==> src/logic/core_config.svh <==
`ifndef CORE_CONFIG_SVH
`define CORE_CONFIG_SVH

// Datapath and register file sizes
`define DATA_W 32
`define REG_ADDR_W 5

// Cycles after entry into execute until the result can be used
`define TNEW_ALU 1
`define TNEW_MUL 2

`endif

==> src/logic/core_pkg.sv <==
`include "core_config.svh"

package core_pkg;

    ////////////////////////////////////////////////////////////
    // Instruction word, seen as R format or I format
    ////////////////////////////////////////////////////////////

    typedef struct packed {
        logic [5:0]             opcode;
        logic [`REG_ADDR_W-1:0] rs;
        logic [`REG_ADDR_W-1:0] rt;
        logic [`REG_ADDR_W-1:0] rd;
        logic [4:0]             shamt;
        logic [5:0]             funct;
    } rFormat;

    typedef struct packed {
        logic [5:0]             opcode;
        logic [`REG_ADDR_W-1:0] rs;
        logic [`REG_ADDR_W-1:0] rt;
        logic [15:0]            imm;
    } iFormat;

    typedef union packed {
        rFormat r;
        iFormat i;
    } instrWord;

    // Operations after decode
    typedef enum logic [3:0] {
        opAdd,
        opSub,
        opAnd,
        opOr,
        opSlt,
        opLui,
        opMul,
        opNone
    } aluOp;

    ////////////////////////////////////////////////////////////
    // Stage payloads
    ////////////////////////////////////////////////////////////

    typedef struct packed {
        aluOp                   op;
        logic [`REG_ADDR_W-1:0] rs;
        logic [`REG_ADDR_W-1:0] rt;
        logic [`DATA_W-1:0]     rsVal;
        logic [`DATA_W-1:0]     rtVal;
        logic [`DATA_W-1:0]     imm;
        logic                   useImm;
        logic [`REG_ADDR_W-1:0] dest;
        logic                   writes;
    } deBundle;

    typedef struct packed {
        aluOp                   op;
        logic [`REG_ADDR_W-1:0] dest;
        logic                   writes;
        logic [`DATA_W-1:0]     aluRes;
        // 16 by 16 partial products of a mul
        logic [`DATA_W-1:0]     prodLL;
        logic [`DATA_W-1:0]     prodLH;
        logic [`DATA_W-1:0]     prodHL;
    } erBundle;

    // Register file write port, also the core's result output
    typedef struct packed {
        logic                   valid;
        logic [`REG_ADDR_W-1:0] regNum;
        logic [`DATA_W-1:0]     data;
    } wbPort;

endpackage

==> src/logic/stageReg.sv <==
`timescale 1ns/1ps
`include "core_config.svh"

module stageReg #(
    parameter int PAYLOAD_W = 32
) (
    input  logic                 clk,
    input  logic                 rst,
    input  logic                 flush,
    input  logic [PAYLOAD_W-1:0] payloadIn,
    input  logic [1:0]           tnewIn,
    output logic [PAYLOAD_W-1:0] payloadOut,
    output logic [1:0]           tnewOut
);

    // An all-zero payload is a bubble with writes low
    always_ff @(posedge clk)
    begin
        if (rst || flush)
        begin
            payloadOut <= '0;
            tnewOut    <= 2'd0;
        end
        else
        begin
            payloadOut <= payloadIn;
            // Count down, never below zero
            if (tnewIn != 2'd0)
            begin
                tnewOut <= tnewIn - 2'd1;
            end
            else
            begin
                tnewOut <= 2'd0;
            end
        end
    end

    // No instruction may need more time than a mul
    tnewBound: assert property (
        @(posedge clk) disable iff (rst)
        tnewIn <= 2'(`TNEW_MUL)
    ) else $error("stageReg: tnewIn %0d above mul latency", tnewIn);

endmodule

==> src/logic/decodeStage.sv <==
`timescale 1ns/1ps
`include "core_config.svh"

module decodeStage (
    input  logic                   clk,
    input  logic                   rst,
    input  core_pkg::instrWord     instr,
    input  logic                   instrValid,
    input  core_pkg::wbPort        wb,
    input  logic [`REG_ADDR_W-1:0] eDest,
    input  logic                   eWrites,
    input  logic [1:0]             eTnew,
    output core_pkg::deBundle      dOut,
    output logic [1:0]             dTnew,
    output logic                   stall
);
    import core_pkg::*;

    localparam int NumRegs = 1 << `REG_ADDR_W;

    // Opcode and funct encodings
    localparam logic [5:0] OpSpecial  = 6'h00;
    localparam logic [5:0] OpSpecial2 = 6'h1c;
    localparam logic [5:0] OpAddiu    = 6'h09;
    localparam logic [5:0] OpAndi     = 6'h0c;
    localparam logic [5:0] OpOri      = 6'h0d;
    localparam logic [5:0] OpLui      = 6'h0f;
    localparam logic [5:0] FnAddu     = 6'h21;
    localparam logic [5:0] FnSubu     = 6'h23;
    localparam logic [5:0] FnAnd      = 6'h24;
    localparam logic [5:0] FnOr       = 6'h25;
    localparam logic [5:0] FnSlt      = 6'h2a;
    localparam logic [5:0] FnMul      = 6'h02;

    logic [`DATA_W-1:0]     regs [NumRegs];
    aluOp                   op;
    logic [`REG_ADDR_W-1:0] srcRs;
    logic [`REG_ADDR_W-1:0] srcRt;
    logic [`REG_ADDR_W-1:0] dest;
    logic [`DATA_W-1:0]     imm;
    logic [`DATA_W-1:0]     rsVal;
    logic [`DATA_W-1:0]     rtVal;
    logic                   useImm;
    logic                   writes;
    logic                   hazard;
    logic                   bubble;

    ////////////////////////////////////////////////////////////
    // Register file
    ////////////////////////////////////////////////////////////

    always_ff @(posedge clk)
    begin
        if (rst)
        begin
            for (int i = 0; i < NumRegs; i++)
            begin
                regs[i] <= '0;
            end
        end
        else if (wb.valid && wb.regNum != '0)
        begin
            regs[wb.regNum] <= wb.data;
        end
    end

    // Write-through so a result retiring this cycle is seen now
    assign rsVal = (srcRs == '0) ? '0 :
                   (wb.valid && wb.regNum == srcRs) ? wb.data : regs[srcRs];
    assign rtVal = (srcRt == '0) ? '0 :
                   (wb.valid && wb.regNum == srcRt) ? wb.data : regs[srcRt];

    ////////////////////////////////////////////////////////////
    // Field decode
    ////////////////////////////////////////////////////////////

    always_comb
    begin
        op     = opNone;
        srcRs  = '0;
        srcRt  = '0;
        dest   = '0;
        imm    = '0;
        useImm = 1'b0;
        writes = 1'b0;
        case (instr.r.opcode)
            OpSpecial, OpSpecial2:
            begin
                if (instr.r.opcode == OpSpecial2)
                begin
                    op = (instr.r.funct == FnMul) ? opMul : opNone;
                end
                else
                begin
                    case (instr.r.funct)
                        FnAddu:  op = opAdd;
                        FnSubu:  op = opSub;
                        FnAnd:   op = opAnd;
                        FnOr:    op = opOr;
                        FnSlt:   op = opSlt;
                        default: op = opNone;
                    endcase
                end
                // R view, two sources and rd as target
                if (op != opNone)
                begin
                    srcRs  = instr.r.rs;
                    srcRt  = instr.r.rt;
                    dest   = instr.r.rd;
                    writes = 1'b1;
                end
            end
            OpAddiu, OpAndi, OpOri:
            begin
                op     = (instr.i.opcode == OpAddiu) ? opAdd :
                         (instr.i.opcode == OpAndi)  ? opAnd : opOr;
                srcRs  = instr.i.rs;
                dest   = instr.i.rt;
                useImm = 1'b1;
                writes = 1'b1;
                // Only addiu sign-extends
                if (instr.i.opcode == OpAddiu)
                begin
                    imm = {{(`DATA_W-16){instr.i.imm[15]}}, instr.i.imm};
                end
                else
                begin
                    imm = {{(`DATA_W-16){1'b0}}, instr.i.imm};
                end
            end
            OpLui:
            begin
                op     = opLui;
                dest   = instr.i.rt;
                imm    = {{(`DATA_W-16){1'b0}}, instr.i.imm};
                useImm = 1'b1;
                writes = 1'b1;
            end
            default:
            begin
                op = opNone;
            end
        endcase
    end

    // A mul still in execute has its product one cycle too late to forward
    assign hazard = eWrites && eTnew != 2'd0 &&
                    ((srcRs != '0 && srcRs == eDest) || (srcRt != '0 && srcRt == eDest));
    assign stall  = instrValid && hazard;
    assign bubble = !instrValid || stall;

    always_comb
    begin
        dOut  = '0;
        dTnew = 2'd0;
        if (!bubble)
        begin
            dOut.op     = op;
            dOut.rs     = srcRs;
            dOut.rt     = srcRt;
            dOut.rsVal  = rsVal;
            dOut.rtVal  = rtVal;
            dOut.imm    = imm;
            dOut.useImm = useImm;
            dOut.dest   = dest;
            dOut.writes = writes;
            if (writes)
            begin
                dTnew = (op == opMul) ? 2'(`TNEW_MUL) : 2'(`TNEW_ALU);
            end
        end
    end

    // The bubble flushed into deReg clears the hazard on the next cycle
    stallOnce: assert property (
        @(posedge clk) disable iff (rst)
        stall |=> !stall
    ) else $error("decodeStage: stall high on two consecutive cycles");

endmodule

==> src/logic/executeStage.sv <==
`timescale 1ns/1ps
`include "core_config.svh"

module executeStage (
    input  core_pkg::deBundle      dIn,
    input  logic [`REG_ADDR_W-1:0] fwdReg,
    input  logic [`DATA_W-1:0]     fwdData,
    input  logic                   fwdReady,
    output core_pkg::erBundle      eOut
);
    import core_pkg::*;

    localparam int HalfW = `DATA_W / 2;

    logic [`DATA_W-1:0] rsVal;
    logic [`DATA_W-1:0] rtVal;
    logic [`DATA_W-1:0] opB;
    logic [`DATA_W-1:0] aluRes;
    logic               lessThan;

    ////////////////////////////////////////////////////////////
    // Operand forwarding from the result stage
    ////////////////////////////////////////////////////////////

    always_comb
    begin
        rsVal = dIn.rsVal;
        rtVal = dIn.rtVal;
        // fwdReg is zero when nothing is being written
        if (fwdReady && dIn.rs != '0 && dIn.rs == fwdReg)
        begin
            rsVal = fwdData;
        end
        if (fwdReady && dIn.rt != '0 && dIn.rt == fwdReg)
        begin
            rtVal = fwdData;
        end
    end

    assign opB      = dIn.useImm ? dIn.imm : rtVal;
    assign lessThan = $signed(rsVal) < $signed(opB);

    // ALU
    always_comb
    begin
        case (dIn.op)
            opAdd:   aluRes = rsVal + opB;
            opSub:   aluRes = rsVal - opB;
            opAnd:   aluRes = rsVal & opB;
            opOr:    aluRes = rsVal | opB;
            opSlt:   aluRes = {{(`DATA_W-1){1'b0}}, lessThan};
            opLui:   aluRes = {dIn.imm[HalfW-1:0], {HalfW{1'b0}}};
            default: aluRes = '0;
        endcase
    end

    // First half of the multiply, high by high drops out of the low word
    always_comb
    begin
        eOut        = '0;
        eOut.op     = dIn.op;
        eOut.dest   = dIn.dest;
        eOut.writes = dIn.writes;
        eOut.aluRes = aluRes;
        if (dIn.op == opMul)
        begin
            eOut.prodLL = rsVal[HalfW-1:0] * rtVal[HalfW-1:0];
            eOut.prodLH = rsVal[HalfW-1:0] * rtVal[`DATA_W-1:HalfW];
            eOut.prodHL = rsVal[`DATA_W-1:HalfW] * rtVal[HalfW-1:0];
        end
    end

endmodule

==> src/logic/resultStage.sv <==
`timescale 1ns/1ps
`include "core_config.svh"

module resultStage (
    input  core_pkg::erBundle      rIn,
    input  logic [1:0]             rTnew,
    output core_pkg::wbPort        wb,
    output logic [`REG_ADDR_W-1:0] fwdReg,
    output logic [`DATA_W-1:0]     fwdData,
    output logic                   fwdReady
);
    import core_pkg::*;

    localparam int HalfW = `DATA_W / 2;

    logic [`DATA_W-1:0] mulLow;
    logic [`DATA_W-1:0] value;
    logic               writeBack;

    ////////////////////////////////////////////////////////////
    // Multiply completion
    ////////////////////////////////////////////////////////////

    // Cross products only land in the upper half of the low word
    assign mulLow = rIn.prodLL
                  + {rIn.prodLH[HalfW-1:0], {HalfW{1'b0}}}
                  + {rIn.prodHL[HalfW-1:0], {HalfW{1'b0}}};

    assign value     = (rIn.op == opMul) ? mulLow : rIn.aluRes;
    assign writeBack = rIn.writes && rIn.dest != '0;

    // Write-back port
    assign wb.valid  = writeBack;
    assign wb.regNum = rIn.dest;
    assign wb.data   = value;

    // Forward path back into execute
    assign fwdReg   = writeBack ? rIn.dest : '0;
    assign fwdData  = value;
    assign fwdReady = (rTnew == 2'd0);

    // Decode must never mark an unsupported word as writing
    always_comb
    begin
        assert (!wb.valid || rIn.op != opNone)
        else $error("resultStage: write-back to r%0d with op %s",
                    wb.regNum, rIn.op.name());
    end

endmodule

==> src/logic/pipeCore.sv <==
`timescale 1ns/1ps
`include "core_config.svh"

module pipeCore (
    input  logic               clk,
    input  logic               rst,
    input  core_pkg::instrWord instr,
    input  logic               instrValid,
    output logic               stall,
    output core_pkg::wbPort    wb
);
    import core_pkg::*;

    deBundle                dBundle;
    deBundle                eBundle;
    erBundle                xBundle;
    erBundle                rBundle;
    logic [1:0]             dTnew;
    logic [1:0]             eTnew;
    logic [1:0]             rTnew;
    logic [`REG_ADDR_W-1:0] fwdReg;
    logic [`DATA_W-1:0]     fwdData;
    logic                   fwdReady;

    decodeStage uDecode (
        .clk        (clk),
        .rst        (rst),
        .instr      (instr),
        .instrValid (instrValid),
        .wb         (wb),
        .eDest      (eBundle.dest),
        .eWrites    (eBundle.writes),
        .eTnew      (eTnew),
        .dOut       (dBundle),
        .dTnew      (dTnew),
        .stall      (stall)
    );

    // Stalls flush this register instead of holding it
    stageReg #(.PAYLOAD_W($bits(deBundle))) deReg (
        .clk        (clk),
        .rst        (rst),
        .flush      (stall),
        .payloadIn  (dBundle),
        .tnewIn     (dTnew),
        .payloadOut (eBundle),
        .tnewOut    (eTnew)
    );

    executeStage uExecute (
        .dIn      (eBundle),
        .fwdReg   (fwdReg),
        .fwdData  (fwdData),
        .fwdReady (fwdReady),
        .eOut     (xBundle)
    );

    stageReg #(.PAYLOAD_W($bits(erBundle))) erReg (
        .clk        (clk),
        .rst        (rst),
        .flush      (1'b0),
        .payloadIn  (xBundle),
        .tnewIn     (eTnew),
        .payloadOut (rBundle),
        .tnewOut    (rTnew)
    );

    resultStage uResult (
        .rIn      (rBundle),
        .rTnew    (rTnew),
        .wb       (wb),
        .fwdReg   (fwdReg),
        .fwdData  (fwdData),
        .fwdReady (fwdReady)
    );

endmodule

==> config.mk <==
export PLATFORM = sky130hd
export DESIGN_NAME = pipeCore
export DESIGN_NICKNAME = d
export VERILOG_FILES = /design/src/logic/core_pkg.sv /design/src/logic/stageReg.sv /design/src/logic/decodeStage.sv /design/src/logic/executeStage.sv /design/src/logic/resultStage.sv /design/src/logic/pipeCore.sv
export VERILOG_INCLUDE_DIRS = /design/src /design/src/logic
export SDC_FILE = /design/constraint.sdc
export NUM_CORES = 2
export LEC_CHECK = 0
export BUFFER_PORTS_ARGS = -buffer_cell sky130_fd_sc_hd__buf_2
export CELL_PAD_IN_SITES_DETAIL_PLACEMENT = 0
export CELL_PAD_IN_SITES_GLOBAL_PLACEMENT = 1
export CORE_UTILIZATION = 30
export CTS_BUF_LIST = sky130_fd_sc_hd__clkbuf_4
export CTS_CLUSTER_SIZE = 16
export DETAILED_ROUTE_END_ITERATION = 12
export GPL_ROUTABILITY_DRIVEN = 0
export GPL_TIMING_DRIVEN = 0
export PLACE_DENSITY_LB_ADDON = 0.1
export REMOVE_ABC_BUFFERS = 1
export SLEW_MARGIN = 0
export SYNTH_ARGS = -nofsm -noshare
export SYNTH_HDL_FRONTEND = slang
export SYNTH_SLANG_ARGS = --single-unit
==> constraint.sdc <==
create_clock -name clk -period 12.3 [get_ports clk]
set_clock_uncertainty 0.1 [all_clocks]
set_input_delay 3.075 -clock clk [delete_from_list [all_inputs] [get_ports clk]]
set_output_delay 3.075 -clock clk [all_outputs]
set_load 0.05 [all_outputs]
==> metrics.md <==
| Metric | Value |
|---|---|
| Max_cap viols | `3` |
| GRT Overall Usage | `27.93%` |
| Non-filler cells, final | `about 13,000` |
| Synth warn | `0` |
| Min-Delay Startpoint | `deReg.tnewOut[0]` |
| Wire per inst | `roughly 30 µm` |
| R2R depth | `29` |
| Critical Path Start Type | `input port` |
| Critical Path Start | `instr[0]` |
| Largest net degree at the start of global routing | `between 100 and 150` |
| Async SR Flop Fraction | `0%` |
| RSZ-0062 raised after global routing | `false` |
| Post-cts resize count | `0` |
| Clk pwr share | `~42%` |
| Status | `complete, but fails checks` |
| Later-pin clock latency in the skew report | `1330 ps` |
| Pint | `about 0.0070 W` |
| Syn Inst Count | `9,249` |
| Setup-failing EPs final | `0` |
| Worst reg2reg startpoint | `erReg.payloadOut[131]` |
| Grt ovf | `0` |
| Die area | `roughly 0.28 mm²` |
| Least-Margin Pin Slew | `around 1600 ps` |
| Die W | `roughly 530 µm` |
| Ys flop type | `edfxtp_1` |
| Detailed Route WL | `approximately 400,000 µm` |
| Highest clock rate | `approximately 86 MHz` |
| Clock buffer depth | `4` |
| Hold_buf cts | `0` |
| Port buffer count | `73` |
| R2R Path End | `erReg.payloadOut[95]` |
| CP arrival | `roughly 8500 ps` |
| R2R Setup Slk | `760 ps` |
| Worst vdd ir | `0.07062 mV` |
| Share of the yosys chip area belonging to registers | `between 40% and 50%` |
| First-pass GRT wire length | `556,100 µm` |
| I/O pins | `74` |
| Tmin final | `around 12,000 ps` |
| Initial core utilization | `between 30% and 40%` |
| Placement Setup Slack | `approximately 750 ps` |
| Detailed Place HPWL | `between 200,000 and 300,000 µm` |
| Crit path required time | `9120 ps` |
| Endpoint class of the critical path | `output pin` |
| Synth unique cells | `99` |
| Pwr Density | `roughly 100 mW/mm²` |
| Final max-slew violation count | `33` |
| Cts bufs inserted | `376` |
| DRC viols | `0` |
| Sw frac | `about 28%` |
| Postcts setup bufs | `0` |
| DR pass1 iterations | `7` |
| Tcrit/Tclk final | `94.59%` |
| DR iter-0 viols | `between 7,000 and 8,000` |
| Gate power share | `9.2%` |
| Layout cells sized above 1 | `11.62%` |
| Failing checks | `max-capacitance violations, max-slew violations` |
| CTS Root Cell | `clkbuf_4` |
| FF+latch count, synth | `1,234` |
| Final-report hold violation count | `0` |
| Layout Utilization | `34.52%` |
| Critical Path End | `stall` |
| Site Rows | `193` |
| Mapped cell area | `between 0.08 and 0.09 mm²` |
| Worst setup margin | `665.5 ps` |
| Drt via density | `roughly 5.6` |
| Top cells by area, synth | `edfxtp_1 (37%), fa_1 (8.9%), nor2_1 (7.3%)` |
| Post-Syn Area per Cell | `9.018 µm²` |
| Switching power | `roughly 0.0028 W` |
| CP Max Fanout | `slightly below 60` |
| CTS sink cnt | `about 1,200` |
| H-tree depth | `5` |
| Clock-pin slew on the worst setup and hold paths | `~60 ps` |
| Synth top area share | `36.87%` |
| Sequential share of power | `between 40% and 50%` |
| Hold WC Path Type | `reg2reg` |
| Dpl cells | `approximately 12,000` |
| CTS tree | `built` |
| Kind of critical path | `in2out` |
| Vias in the first global route | `~73,000` |
| Initial antenna violation count | `24` |
| Core box area | `approximately 0.28 mm²` |
| Leak | `around 36 nW` |
| Post-DRT Antenna Nets | `0` |
| Cell taking the most area after synthesis | `edfxtp_1` |
| Die Y-Extent | `approximately 530 µm` |
| Number of synthesized flops with an enable pin | `1,024` |
| DR vias | `around 74,000` |
| Area delta synth->final | `14.42%` |
| Worst slew margin relative to its limit | `-4.886%` |
| Final TNS setup | `0 ps` |
| Fin nets | `approximately 10,000` |
## layer usage
| metal | global-route usage (%) | wire length, µm | part of all wire [%] | vias to the layer above |
|---|---|---|---|---|
| met3 | 4.767 | 30710 | 7.7 | 795 |
| met5 | 0 | 112 | 0.028 | - |
| met2 | 44.87 | 181800 | 46 | 3491 |
| li1 | - | - | - | 31943 |
| met4 | 10.69 | 15880 | 4.0 | 12 |
| met1 | 37.31 | 170900 | 43 | 37388 |
## critical path, stage by stage
cell	delay, ps
buf_2	140
nor3b_1	270
nor4b_1	280
nand4_1	340
a21oi_2	950
nand2_4	670
buf_16	460
buf_16	260
nand2_2	640
nor4_2	60
buf_4	210
nor4_1	210
o21ai_1	180
inv_1	80
nand2_1	70
inv_1	50
buf_2	280
## stage by stage
stage / total power (W) / instance area, µm² / hold slack, ps
after floorplan: 0.005242 / 80160 / 296.4
after global placement: 0.005699 / 85160 / 331.3
after detailed placement: 0.005719 / 90670 / 335.8
after CTS: 0.009903 / 95360 / 349.0
after global routing: 0.01016 / 95420 / 388.3
final: 0.009814 / 95430 / 338.2
## layout make-up
cell class	instances	area, µm²
Tap cell	3705	4636
Multi-Input combinational cell	6629	43920
Clock inverter	109	594.3
Inverter	624	2361
Clock buffer	546	4099
Timing Repair Buffer	275	4851
Sequential cell	1234	34960
Fill cell	28329	181100
Antenna cell	7	17.52
## Yosys cell counts (121+ instances only)
library cell	instances
mux2i_1	135
a211oi_1	176
nor3_1	121
o221ai_1	280
nand3_1	389
fa_1	372
a21oi_1	429
a31oi_1	125
edfxtp_1	1024
dfxtp_1	210
inv_1	606
ha_1	314
o21ai_0	173
clkbuf_1	590
nor2_1	1621
nand2_1	1426
## flip-flops by register name (all words and copies together) (netlist names)
signal            flops
uDecode.regs       1024
erReg.payloadOut    105
deReg.payloadOut    101
deReg.tnewOut         2
erReg.tnewOut         2
## layout by cell type, fill, tap and decap left out, drive strengths merged, types with 275 or more instances in the layout
cell,n
inv,622
nor2,1623
o221ai,280
fa,372
ha,314
nand2,1430
nand3,389
buf,275
a21oi,443
edfxtp,1024
clkbuf,546
## worst min path at each step
stage	slack (ps)	endpoint	depth (start not counted)
final	340	erReg.tnewOut[0]	1
after global routing	390	erReg.tnewOut[0]	1
after CTS	350	erReg.tnewOut[0]	1
after detailed placement	340	erReg.tnewOut[0]	1
after global placement	330	erReg.tnewOut[0]	1
after floorplan	300	erReg.tnewOut[0]	1
## power by group through the flow
stage	Clock (W)	Sequential [W]	Combinational (W)
2_1_floorplan	0	0.00480	0.000439
3_3_place_gp	0	0.00484	0.000860
3_5_place_dp	0	0.00483	0.000892
4_1_cts	0.00427	0.00474	0.000894
5_1_grt	0.00446	0.00476	0.000946
6_report	0.00417	0.00474	0.000905
## logic make-up (layout without fill, tap and decap cells)
family | after synthesis | in the layout | synth area share [%]
fa+ha+maj | 686 | 686 | 13.64
other cells | 1 | 39 | 0.004496
flops | 1234 | 1234 | 41.91
compound gates | 1701 | 1701 | 13.99
mux | 176 | 176 | 2.616
simple gates | 3883 | 3883 | 19.33
xor+xnor | 151 | 151 | 1.661
buf+inv | 1417 | 1554 | 6.845
Power figures use the tool's default switching activity.
